## config.mk

```make
export PLATFORM = sky130hd
export DESIGN_NAME = csr_subsystem
export DESIGN_NICKNAME = d
export VERILOG_FILES = /design/src/csr_pkg.sv /design/src/csr_op_decoder.sv /design/src/csr_counters.sv /design/src/csr_unit.sv /design/src/csr_subsystem.sv
export VERILOG_INCLUDE_DIRS = /design/src
export SDC_FILE = /design/constraint.sdc
export NUM_CORES = 1
export LEC_CHECK = 0
export BUFFER_PORTS_ARGS = -buffer_cell sky130_fd_sc_hd__buf_2
export CORE_MARGIN = 3
export CORE_UTILIZATION = 55
export CTS_CLUSTER_DIAMETER = 50
export DETAILED_ROUTE_END_ITERATION = 8
export HOLD_SLACK_MARGIN = 0.15
export PLACE_DENSITY = 0.73
export SYNTH_ARGS = -nofsm -noshare
export SYNTH_HDL_FRONTEND = slang
export SYNTH_HIERARCHICAL = 1
export SYNTH_SLANG_ARGS = --single-unit
```

## constraint.sdc

```tcl
create_clock -name clk_i -period 4.4 [get_ports clk_i]
set_input_delay 0.88 -clock clk_i [delete_from_list [all_inputs] [get_ports clk_i]]
set_output_delay 0.88 -clock clk_i [all_outputs]
set_load 0.01 [all_outputs]
```

## src/csr_defs.svh

```systemverilog
// CSR addresses follow the RV32 privileged spec numbering
// Only machine-mode registers and the counter shadows are listed
// Top two address bits both set marks a read-only CSR

`ifndef CSR_DEFS_SVH
`define CSR_DEFS_SVH

////////////////////////////////////////
// Machine trap setup and handling
////////////////////////////////////////
`define CSR_MSTATUS     12'h300
`define CSR_MTVEC       12'h305
`define CSR_MSCRATCH    12'h340
`define CSR_MEPC        12'h341
`define CSR_MCAUSE      12'h342

////////////////////////////////////////
// Counters
////////////////////////////////////////
// Machine copies, writable
`define CSR_MCYCLE      12'hB00
`define CSR_MINSTRET    12'hB02
`define CSR_MCYCLEH     12'hB80
`define CSR_MINSTRETH   12'hB82
// User copies, read-only
`define CSR_CYCLE       12'hC00
`define CSR_INSTRET     12'hC02
`define CSR_CYCLEH      12'hC80
`define CSR_INSTRETH    12'hC82

// MIE is bit 3, MPIE is bit 7
`define CSR_MSTATUS_WMASK   32'h0000_0088
// Trap vector after reset, direct mode
`define CSR_MTVEC_RESET     32'h0000_0100

`endif

```

## src/csr_pkg.sv

```systemverilog
// Types shared by the CSR execute block
// Field widths are fixed by the RV32 Zicsr encoding

package csr_pkg;

    ////////////////////////////////////////
    // Encodings
    ////////////////////////////////////////

    // funct3 field of the SYSTEM opcode
    typedef enum logic [2:0] {
        F3_CSRRW  = 3'b001,
        F3_CSRRS  = 3'b010,
        F3_CSRRC  = 3'b011,
        F3_CSRRWI = 3'b101,
        F3_CSRRSI = 3'b110,
        F3_CSRRCI = 3'b111
    } csr_funct3_e;

    // Read-modify-write flavour
    typedef enum logic [1:0] {
        CSR_OP_RW  = 2'b00,
        CSR_OP_SET = 2'b01,
        CSR_OP_CLR = 2'b10
    } csr_op_e;

    ////////////////////////////////////////
    // Bundles
    ////////////////////////////////////////

    // Request from the pipeline, fields already split out
    typedef struct packed {
        logic        valid;
        csr_funct3_e funct3;
        logic [11:0] addr;
        // rs1 index or uimm, depending on funct3
        logic [4:0]  src_idx;
        logic [31:0] rs1_data;
    } csr_req_t;

    // Decoded command into the unit
    typedef struct packed {
        logic        valid;
        csr_op_e     op;
        logic [11:0] addr;
        logic [31:0] operand;
        logic        wr_en;
    } csr_cmd_t;

    // Response, one cycle after the request
    typedef struct packed {
        logic        valid;
        logic [31:0] rdata;
        logic        illegal;
    } csr_rsp_t;

    // Software write into the counters
    typedef struct packed {
        logic        cycle_lo;
        logic        cycle_hi;
        logic        instret_lo;
        logic        instret_hi;
        logic [31:0] wdata;
    } cnt_wr_t;

endpackage

```

## src/csr_op_decoder.sv

```systemverilog
// Purely combinational, no state
// Unknown funct3 values yield a command with no write

module csr_op_decoder (
    input  csr_pkg::csr_req_t req_i,
    output csr_pkg::csr_cmd_t cmd_o
);

    import csr_pkg::*;

    // Immediate forms take the uimm instead of rs1
    logic imm_form;
    // Source of x0 or uimm 0
    logic src_zero;

    assign imm_form = (req_i.funct3 inside {F3_CSRRWI, F3_CSRRSI, F3_CSRRCI});
    assign src_zero = (req_i.src_idx == 5'd0);

    ////////////////////////////////////////
    // Command build
    ////////////////////////////////////////
    always_comb begin
        // Pass-through fields
        cmd_o.valid = req_i.valid;
        cmd_o.addr  = req_i.addr;

        // Zero-extended uimm for immediate forms
        if (imm_form) begin
            cmd_o.operand = {27'd0, req_i.src_idx};
        end else begin
            cmd_o.operand = req_i.rs1_data;
        end

        // Defaults cover unknown funct3
        cmd_o.op    = CSR_OP_RW;
        cmd_o.wr_en = 1'b0;

        case (req_i.funct3)
            F3_CSRRW, F3_CSRRWI: begin
                // Swap always writes
                cmd_o.op    = CSR_OP_RW;
                cmd_o.wr_en = 1'b1;
            end
            F3_CSRRS, F3_CSRRSI: begin
                // x0 or uimm 0 means read only
                cmd_o.op    = CSR_OP_SET;
                cmd_o.wr_en = !src_zero;
            end
            F3_CSRRC, F3_CSRRCI: begin
                cmd_o.op    = CSR_OP_CLR;
                cmd_o.wr_en = !src_zero;
            end
            default: begin
                cmd_o.op    = CSR_OP_RW;
                cmd_o.wr_en = 1'b0;
            end
        endcase
    end

endmodule

```

## src/csr_counters.sv

```systemverilog
// Free-running 64-bit cycle and instret counters
// A software write to either half wins over the increment at that edge
// No overflow flag, both wrap silently

module csr_counters (
    input  logic             clk_i,
    input  logic             rst_i,
    input  logic             retire_i,
    input  csr_pkg::cnt_wr_t wr_i,
    output logic [63:0]      cycle_o,
    output logic [63:0]      instret_o
);

    logic [63:0] cycle_q;
    logic [63:0] instret_q;

    // Next count, shared by both counters
    function automatic logic [63:0] cnt_next(
        input logic [63:0] cur,
        input logic        wr_lo,
        input logic        wr_hi,
        input logic [31:0] wdata,
        input logic        inc
    );
        logic [63:0] nxt;
        nxt = cur;
        if (wr_lo || wr_hi) begin
            // Write replaces only the strobed half
            if (wr_lo) begin
                nxt[31:0] = wdata;
            end
            if (wr_hi) begin
                nxt[63:32] = wdata;
            end
        end else if (inc) begin
            nxt = cur + 64'd1;
        end
        return nxt;
    endfunction

    ////////////////////////////////////////
    // Counter registers
    ////////////////////////////////////////
    always_ff @(posedge clk_i) begin
        if (rst_i) begin
            cycle_q   <= '0;
            instret_q <= '0;
        end else begin
            // Cycle counts every edge
            cycle_q   <= cnt_next(cycle_q, wr_i.cycle_lo, wr_i.cycle_hi,
                                  wr_i.wdata, 1'b1);
            // Instret counts retired instructions only
            instret_q <= cnt_next(instret_q, wr_i.instret_lo, wr_i.instret_hi,
                                  wr_i.wdata, retire_i);
        end
    end

    assign cycle_o   = cycle_q;
    assign instret_o = instret_q;

endmodule

```

## src/csr_unit.sv

```systemverilog
// Machine-mode CSR file with a fixed one-cycle response
// rdata is the value before the write; illegal accesses return 0
// Only MIE/MPIE of mstatus are kept, mtvec and mepc are word aligned

`include "csr_defs.svh"

module csr_unit (
    input  logic              clk_i,
    input  logic              rst_i,
    input  csr_pkg::csr_cmd_t cmd_i,
    input  logic [63:0]       cycle_i,
    input  logic [63:0]       instret_i,
    output csr_pkg::cnt_wr_t  cnt_wr_o,
    output csr_pkg::csr_rsp_t rsp_o
);

    import csr_pkg::*;

    // Machine CSRs
    logic [31:0] mstatus_q;
    logic [31:0] mscratch_q;
    logic [31:0] mtvec_q;
    logic [31:0] mepc_q;
    logic [31:0] mcause_q;

    // Access decode
    logic [31:0] rd_val;
    logic        known;
    logic        read_only;
    logic        illegal;
    logic        do_write;
    logic [31:0] wr_val;

    // Response registers
    logic        rsp_valid_q;
    logic        rsp_illegal_q;
    logic [31:0] rsp_rdata_q;

    ////////////////////////////////////////
    // Read mux
    ////////////////////////////////////////
    always_comb begin
        rd_val = '0;
        known  = 1'b1;
        case (cmd_i.addr)
            `CSR_MSTATUS:   rd_val = mstatus_q & `CSR_MSTATUS_WMASK;
            `CSR_MSCRATCH:  rd_val = mscratch_q;
            `CSR_MTVEC:     rd_val = mtvec_q;
            `CSR_MEPC:      rd_val = mepc_q;
            `CSR_MCAUSE:    rd_val = mcause_q;
            // Machine and user views share the same counter
            `CSR_MCYCLE,
            `CSR_CYCLE:     rd_val = cycle_i[31:0];
            `CSR_MCYCLEH,
            `CSR_CYCLEH:    rd_val = cycle_i[63:32];
            `CSR_MINSTRET,
            `CSR_INSTRET:   rd_val = instret_i[31:0];
            `CSR_MINSTRETH,
            `CSR_INSTRETH:  rd_val = instret_i[63:32];
            default: begin
                rd_val = '0;
                known  = 1'b0;
            end
        endcase
    end

    // Top two address bits set means read-only space
    assign read_only = (cmd_i.addr[11:10] == 2'b11);
    assign illegal   = !known || (read_only && cmd_i.wr_en);
    assign do_write  = cmd_i.valid && cmd_i.wr_en && !illegal;

    ////////////////////////////////////////
    // Read-modify-write
    ////////////////////////////////////////
    always_comb begin
        case (cmd_i.op)
            CSR_OP_RW:  wr_val = cmd_i.operand;
            CSR_OP_SET: wr_val = rd_val | cmd_i.operand;
            CSR_OP_CLR: wr_val = rd_val & ~cmd_i.operand;
            default:    wr_val = rd_val;
        endcase
    end

    // Counter halves are written inside csr_counters
    assign cnt_wr_o.cycle_lo   = do_write && (cmd_i.addr == `CSR_MCYCLE);
    assign cnt_wr_o.cycle_hi   = do_write && (cmd_i.addr == `CSR_MCYCLEH);
    assign cnt_wr_o.instret_lo = do_write && (cmd_i.addr == `CSR_MINSTRET);
    assign cnt_wr_o.instret_hi = do_write && (cmd_i.addr == `CSR_MINSTRETH);
    assign cnt_wr_o.wdata      = wr_val;

    ////////////////////////////////////////
    // Register file update
    ////////////////////////////////////////
    always_ff @(posedge clk_i) begin
        if (rst_i) begin
            mstatus_q  <= '0;
            mscratch_q <= '0;
            mtvec_q    <= `CSR_MTVEC_RESET;
            mepc_q     <= '0;
            mcause_q   <= '0;
        end else if (do_write) begin
            case (cmd_i.addr)
                // WARL, only MIE and MPIE stick
                `CSR_MSTATUS:  mstatus_q  <= wr_val & `CSR_MSTATUS_WMASK;
                `CSR_MSCRATCH: mscratch_q <= wr_val;
                // Low two bits hardwired to zero
                `CSR_MTVEC:    mtvec_q    <= {wr_val[31:2], 2'b00};
                `CSR_MEPC:     mepc_q     <= {wr_val[31:2], 2'b00};
                `CSR_MCAUSE:   mcause_q   <= wr_val;
                default: begin
                end
            endcase
        end
    end

    ////////////////////////////////////////
    // Response
    ////////////////////////////////////////
    always_ff @(posedge clk_i) begin
        if (rst_i) begin
            rsp_valid_q   <= 1'b0;
            rsp_illegal_q <= 1'b0;
        end else begin
            rsp_valid_q   <= cmd_i.valid;
            rsp_illegal_q <= cmd_i.valid && illegal;
        end
    end

    // Data path, zero on illegal access
    always_ff @(posedge clk_i) begin
        rsp_rdata_q <= illegal ? 32'd0 : rd_val;
    end

    assign rsp_o.valid   = rsp_valid_q;
    assign rsp_o.rdata   = rsp_rdata_q;
    assign rsp_o.illegal = rsp_illegal_q;

endmodule

```

## src/csr_subsystem.sv

```systemverilog
// Zicsr execute block top level
// One request per cycle, no ready, response exactly one cycle later
// retire_i pulses once per retired instruction

module csr_subsystem (
    input  logic              clk_i,
    input  logic              rst_i,
    input  csr_pkg::csr_req_t req_i,
    input  logic              retire_i,
    output csr_pkg::csr_rsp_t rsp_o
);

    import csr_pkg::*;

    // Decoder to unit
    csr_cmd_t    cmd;
    // Unit to counters
    cnt_wr_t     cnt_wr;
    // Counters back to unit
    logic [63:0] cycle;
    logic [63:0] instret;

    ////////////////////////////////////////
    // Decode
    ////////////////////////////////////////
    csr_op_decoder u_decoder (
        .req_i (req_i),
        .cmd_o (cmd)
    );

    ////////////////////////////////////////
    // CSR file and response
    ////////////////////////////////////////
    csr_unit u_unit (
        .clk_i     (clk_i),
        .rst_i     (rst_i),
        .cmd_i     (cmd),
        .cycle_i   (cycle),
        .instret_i (instret),
        .cnt_wr_o  (cnt_wr),
        .rsp_o     (rsp_o)
    );

    ////////////////////////////////////////
    // Counters
    ////////////////////////////////////////
    csr_counters u_counters (
        .clk_i     (clk_i),
        .rst_i     (rst_i),
        .retire_i  (retire_i),
        .wr_i      (cnt_wr),
        .cycle_o   (cycle),
        .instret_o (instret)
    );

endmodule

```

==> impl_metrics.csv, run 1 <==
group,metric,value,unit
grt,grt_pass1_wl,107,mm
sta,hold_viol,0,
placement,place.gp.congestion,1.06,
route,ant_nets,0,
power,p_seq_share,39.6,%
route,first_iter_violations,2746,
finish,fin_nets,2259,
grt,grt_usage,41.2,%
finish,fin_cells,2629,
route,vias,18300,
min_path,hp-class,"reg -> reg",
route,wire_per_inst,27.3,µm
grt,grt_pass1_vias,16900,
floorplanning,die-area,34000,µm²
power,powerDensity,334,nW/µm²
yosys,syn_area_per_cell,8.18,µm²
route,drcViolationCount,0,
clock_network,clk_pin_slew_worst_paths,60,ps
grt,grt-ovfl-total,0,
yosys,ys_types,101,
clock_network,ctsHoldBuffers,0,
critical_path,timing.critical_path.required,4860,ps
power,power.share.switching,25.1,%
critical_path,critPathLaunch,"req_i[37]",
floorplanning,coreArea,31000,µm²
route,dr.pass1.iters,8,
sta,finalClockSkew,19.8,ps
power,ir_drop,0.314,mV
critical_path,cp-start-kind,"input port",
route,drt-total-wl,71.8,mm
placement,portBuffers,89,
floorplanning,initial_core_util,56.5,%
placement,pre_cts_ws,342,ps
sta,slew_violations,0,
min_path,hold_depth,2,
clock_network,cts_buffers,41,
floorplanning,ios,90,
sta,min_period,3610,ps
floorplanning,dieWidth,184,µm
sta,setup_viol,0,
clock_network,cts.sinks,288,
critical_path,crit_arrival,4080,ps
critical_path,r2r_cells,6,
clock_network,root_buffer,"clkbuf_16",
clock_network,clk_path_buf_depth,3,
sta,tns,0,ps
placement,place_inst,2554,
placement,dp_hpwl,50.8,mm
sta,timing.hold.ws,464,ps
finish,synthToLayoutAreaGrowth,13.5,%
yosys,yosys.area.top_type,"dfxtp_1",
clock_network,cts_tree,"yes",
sta,fmax,277,MHz
sta,period_share,82.1,%
critical_path,r2r-start,"u_counters/instret_o[19]$_SDFFE_PP0P_",
sta,rsz0062_at_grt,"false",
critical_path,crit_type,"in -> reg",
route,via_per_inst,6.98,
clock_network,insertion_delay,550,ps
finish,final_util,64.2,%
yosys,synth_cells,2141,
clock_network,htreeDepth,2,
floorplanning,die_h,184,µm
yosys,synth_ff_type,"dfxtp_1",
finish,drive_gt1_share,15.9,%
placement,placed_area,18400,µm²
yosys,synth-edff-count,0,
grt,antenna_found_initial,1,
run,maxCapViolations,0,
grt,grt_max_degree,82,
sta,worstMarginPinSlew,1370,ps
yosys,ys_seq_area_share,32.9,%
finish,fin_area,19900,µm²
yosys,synth_nets,2199,
power,clockPowerShare,52.7,%
critical_path,worstPathMaxFanout,15,
yosys,synth_warnings,6,
min_path,hp-start,"u_unit/mcause_q[21]$_SDFFE_PP0P_",
sta,slew_headroom,7.56,%
clock_network,cts-resized-gates,0,
power,combPwrFrac,7.7,%
yosys,synth_top_area_share,32.9,%
yosys,synth_area_leaders,"dfxtp_1, nor2_1, mux2i_1, nand2_1, xor2_1",
power,intPower,4.98,mW
yosys,syn-cell-area,17500,µm²
power,p_leak,7.16,nW
clock_network,post_cts_buffers,0,
yosys,synthArstFlopShare,0,%
critical_path,worstSetupEndpointType,"flip-flop",
floorplanning,fp-row-count,64,
power,power.total,6.65,mW
status,status,"completed",
power,p_sw,1.67,mW
sta,setup_slack,789,ps
yosys,ys_seq_elements,288,
-- power by group through the flow --
stage | logic, mW | registers (mW) | clock network [mW]
global placement | 0.481 | 2.69 | 0
detailed placement | 0.487 | 2.69 | 0
global route | 0.529 | 2.63 | 3.63
finish | 0.512 | 2.63 | 3.51
CTS | 0.490 | 2.63 | 3.52
floorplan | 0.298 | 2.68 | 0
-- critical path, cell delays in order --
cell,delay [ps]
buf_2,190
or4_1,990
o22a_1,450
o22ai_1,270
nor2_1,110
o21ai_0,550
o21ai_0,390
a21oi_1,220
-- cell usage in the layout (no fill, tap or decap), types with 35 or more instances in the layout --
| cell type | Yosys | final |
|---|---|---|
| a211oi_1 | 48 | 48 |
| a21oi_1 | 82 | 82 |
| a22oi_1 | 47 | 47 |
| a311oi_1 | 43 | 43 |
| and2_1 | 52 | 52 |
| and3_1 | 35 | 35 |
| buf_2 | 24 | 87 |
| buf_4 | 23 | 84 |
| clkbuf_16 | 0 | 43 |
| dfxtp_1 | 288 | 288 |
| mux2_2 | 36 | 36 |
| mux2i_1 | 90 | 90 |
| nand2_1 | 137 | 137 |
| nand3_1 | 86 | 86 |
| nand4_1 | 52 | 52 |
| nor2_1 | 286 | 285 |
| nor2b_1 | 44 | 43 |
| nor3_1 | 67 | 67 |
| o21ai_0 | 44 | 44 |
| o22ai_1 | 71 | 71 |
| xnor2_1 | 44 | 44 |
| xor2_1 | 54 | 54 |
-- final timing paths --
kind                                                         endpoint  slack (ps)
worst max register to register  u_counters/instret_o[60]$_SDFFE_PP0P_        1240
worst max-delay path              u_counters/cycle_o[46]$_SDFFE_PP0P_         790
worst min register to register       u_unit/mcause_q[21]$_SDFFE_PP0P_         460
worst min-delay path                 u_unit/mcause_q[21]$_SDFFE_PP0P_         460
-- routing by layer --
| metal | share of wire [%] | track usage [%] | up-vias |
|---|---|---|---|
| met5 | 0 | 0 | - |
| met4 | 6.1 | 21.1 | 0 |
| met3 | 12 | 8.62 | 245 |
| met2 | 41 | 60.0 | 1323 |
| met1 | 40 | 57.6 | 8710 |
| li1 | - | - | 8068 |
-- Yosys cell counts, types with 47 or more instances --
library cell  number
dfxtp_1          288
nor2_1           286
nand2_1          137
clkbuf_1         100
mux2i_1           90
nand3_1           86
a21oi_1           82
o22ai_1           71
nor3_1            67
xor2_1            54
and2_1            52
nand4_1           52
a211oi_1          48
a22oi_1           47
-- sequential cells by signal, indices dropped and copies added, names as in the netlist --
signal                flops
u_unit/mscratch_q        32
u_counters/instret_o     64
u_unit/rsp_valid_q        1
u_unit/mstatus_q          2
u_unit/rsp_illegal_q      1
u_unit/mtvec_q           30
u_unit/rsp_rdata_q       32
u_unit/mcause_q          32
u_counters/cycle_o       64
u_unit/mepc_q            30
-- cell type report --
type | count | area, µm²
fillers | 2669 | 11100
multi-input cells | 1658 | 10900
flip-flops and latches | 288 | 5770
repair buffers | 177 | 1180
clock buffers | 52 | 1150
well taps | 396 | 495
clock inverters | 21 | 288
inverters | 35 | 131
diodes | 2 | 5.00
-- kinds of logic after synthesis --
kind of cell	Yosys count	synth area share, %
and+or+nand+nor	916	27.6
AOI/OAI and AO/OA	508	21.0
DFF	288	32.9
buffers and inverters	195	5.04
muxes	134	8.36
xor gates and xnor gates	98	4.90
adders and majority gates	2	0.143
(Power assumes the default switching activity.)
==> run 2: changes to the inputs <==
clock period = 3.5 ns   (was 4.4 ns; I/O delays follow)
==> run 2 against run 1 <==
Compared with the run above:
- design area up 3.2%
- combinational power rose by 35%
- via count up 1.4%
- sequential power rose by 26%
- die area unchanged
- clock-buffer cell count decreased by 5
- clock skew shrank 1.9 ps
- final cell count is 2.5% higher
- critical path type is now reg -> reg
- largest power group unchanged
==> impl_metrics.csv, run 2 (synthesized netlist as in run 1, its figures left out) <==
group,metric,value,unit
power,combPwrFrac,8.3,%
clock_network,cts_tree,"yes",
route,drcViolationCount,0,
clock_network,clk_pin_slew_worst_paths,60,ps
power,clockPowerShare,52.1,%
clock_network,cts.sinks,288,
placement,placed_area,19100,µm²
grt,grt_pass1_vias,17000,
floorplanning,die_h,184,µm
finish,synthToLayoutAreaGrowth,17.2,%
clock_network,cts-resized-gates,0,
critical_path,cp-start-kind,"flip-flop",
min_path,hp-class,"reg -> reg",
grt,grt_max_degree,79,
power,ir_drop,0.308,mV
floorplanning,die-area,34000,µm²
floorplanning,coreArea,31000,µm²
sta,period_share,82.7,%
sta,tns,0,ps
sta,finalClockSkew,17.9,ps
sta,hold_viol,0,
finish,fin_area,20500,µm²
critical_path,crit_type,"reg -> reg",
sta,min_period,2900,ps
power,powerDensity,406,nW/µm²
route,first_iter_violations,2646,
finish,layout_common_cells,"dfxtp_1, nor2_1, buf_4",
sta,slew_violations,0,
route,wire_per_inst,26.8,µm
critical_path,timing.critical_path.required,3890,ps
sta,slew_headroom,35.1,%
finish,drive_gt1_share,18.3,%
clock_network,htreeDepth,2,
floorplanning,fp-row-count,64,
clock_network,root_buffer,"clkbuf_16",
finish,final_common_cell,"dfxtp_1",
run,maxCapViolations,0,
finish,fin_nets,2324,
power,p_sw,2.10,mW
clock_network,insertion_delay,540,ps
power,power.share.switching,25.1,%
sta,setup_viol,0,
route,drt-total-wl,72.3,mm
clock_network,ctsHoldBuffers,0,
clock_network,post_cts_buffers,0,
placement,dp_hpwl,52.4,mm
finish,final_util,66.2,%
route,via_per_inst,6.91,
clock_network,clk_path_buf_depth,3,
critical_path,worstPathMaxFanout,7,
clock_network,cts_buffers,38,
power,p_seq_share,39.7,%
grt,grt-ovfl-total,0,
grt,grt_pass1_wl,107,mm
sta,fmax,345,MHz
route,dr.pass1.iters,8,
power,intPower,6.24,mW
sta,rsz0062_at_grt,"false",
sta,worstMarginPinSlew,964,ps
critical_path,worstSetupEndpointType,"flip-flop",
route,vias,18600,
critical_path,crit_arrival,3290,ps
grt,antenna_found_initial,6,
status,status,"completed",
placement,portBuffers,89,
placement,place.gp.congestion,1.09,
grt,grt_usage,41.2,%
floorplanning,ios,90,
route,ant_nets,0,
power,p_leak,7.52,nW
floorplanning,initial_core_util,56.5,%
floorplanning,dieWidth,184,µm
[run 2: layout make-up]
type / count / area (µm²)
multi-input combinational: 1658 / 10900
fill: 2682 / 10500
sequential: 288 / 5770
timing repair buffer: 245 / 1850
clock buffer: 47 / 1050
tap: 396 / 495
clock inverter: 21 / 347
inverter: 35 / 131
antenna: 4 / 10.0
[run 2: power groups by stage]
stage          Clock, mW  Combinational, mW  Sequential (mW)
6_report            4.34              0.689             3.31
4_1_cts             4.34              0.657             3.31
5_1_grt             4.48              0.708             3.31
3_3_place_gp           0              0.649             3.38
3_5_place_dp           0              0.655             3.38
2_1_floorplan          0              0.374             3.37
[run 2: metrics by stage]
stage | std cells | worst slack [ps] | total power [mW] | hold WS (ps)
final | 2694 | 604 | 8.34 | 463
after global routing | 2692 | 557 | 8.49 | 482
after CTS | 2690 | 729 | 8.31 | 463
after detailed placement | 2622 | 196 | 4.03 | 453
after global placement | 2622 | 257 | 4.03 | 451
after floorplan | 2141 | 23.0 | 3.75 | 437
[run 2: per-layer routing]
| metal | GRT usage, % | vias to the layer above | part of all wire, % |
|---|---|---|---|
| met5 | 0 | - | 0.024 |
| met4 | 22.6 | 2 | 6.9 |
| met3 | 10.2 | 297 | 13 |
| met2 | 61.1 | 1382 | 42 |
| met1 | 54.9 | 8751 | 38 |
| li1 | - | 8178 | - |
[run 2: final timing paths]
kind | startpoint | end | depth (start not counted) | slack, ps
max reg2reg | u_counters/instret_o[17]$_SDFFE_PP0P_ | u_counters/instret_o[51]$_SDFFE_PP0P_ | 6 | 600
min | u_unit/mcause_q[21]$_SDFFE_PP0P_ | u_unit/mcause_q[21]$_SDFFE_PP0P_ | 2 | 460
min reg2reg | u_unit/mcause_q[21]$_SDFFE_PP0P_ | u_unit/mcause_q[21]$_SDFFE_PP0P_ | 2 | 460
max | u_counters/instret_o[17]$_SDFFE_PP0P_ | u_counters/instret_o[51]$_SDFFE_PP0P_ | 6 | 600
[run 2: worst max-delay path, stage by stage (launching register included)]
cell and delay [ps]:
dfxtp_1 490, nand3_1 340, or3_1 560, or3_2 560
nor3_1 450, mux2i_1 260, o22ai_1 90
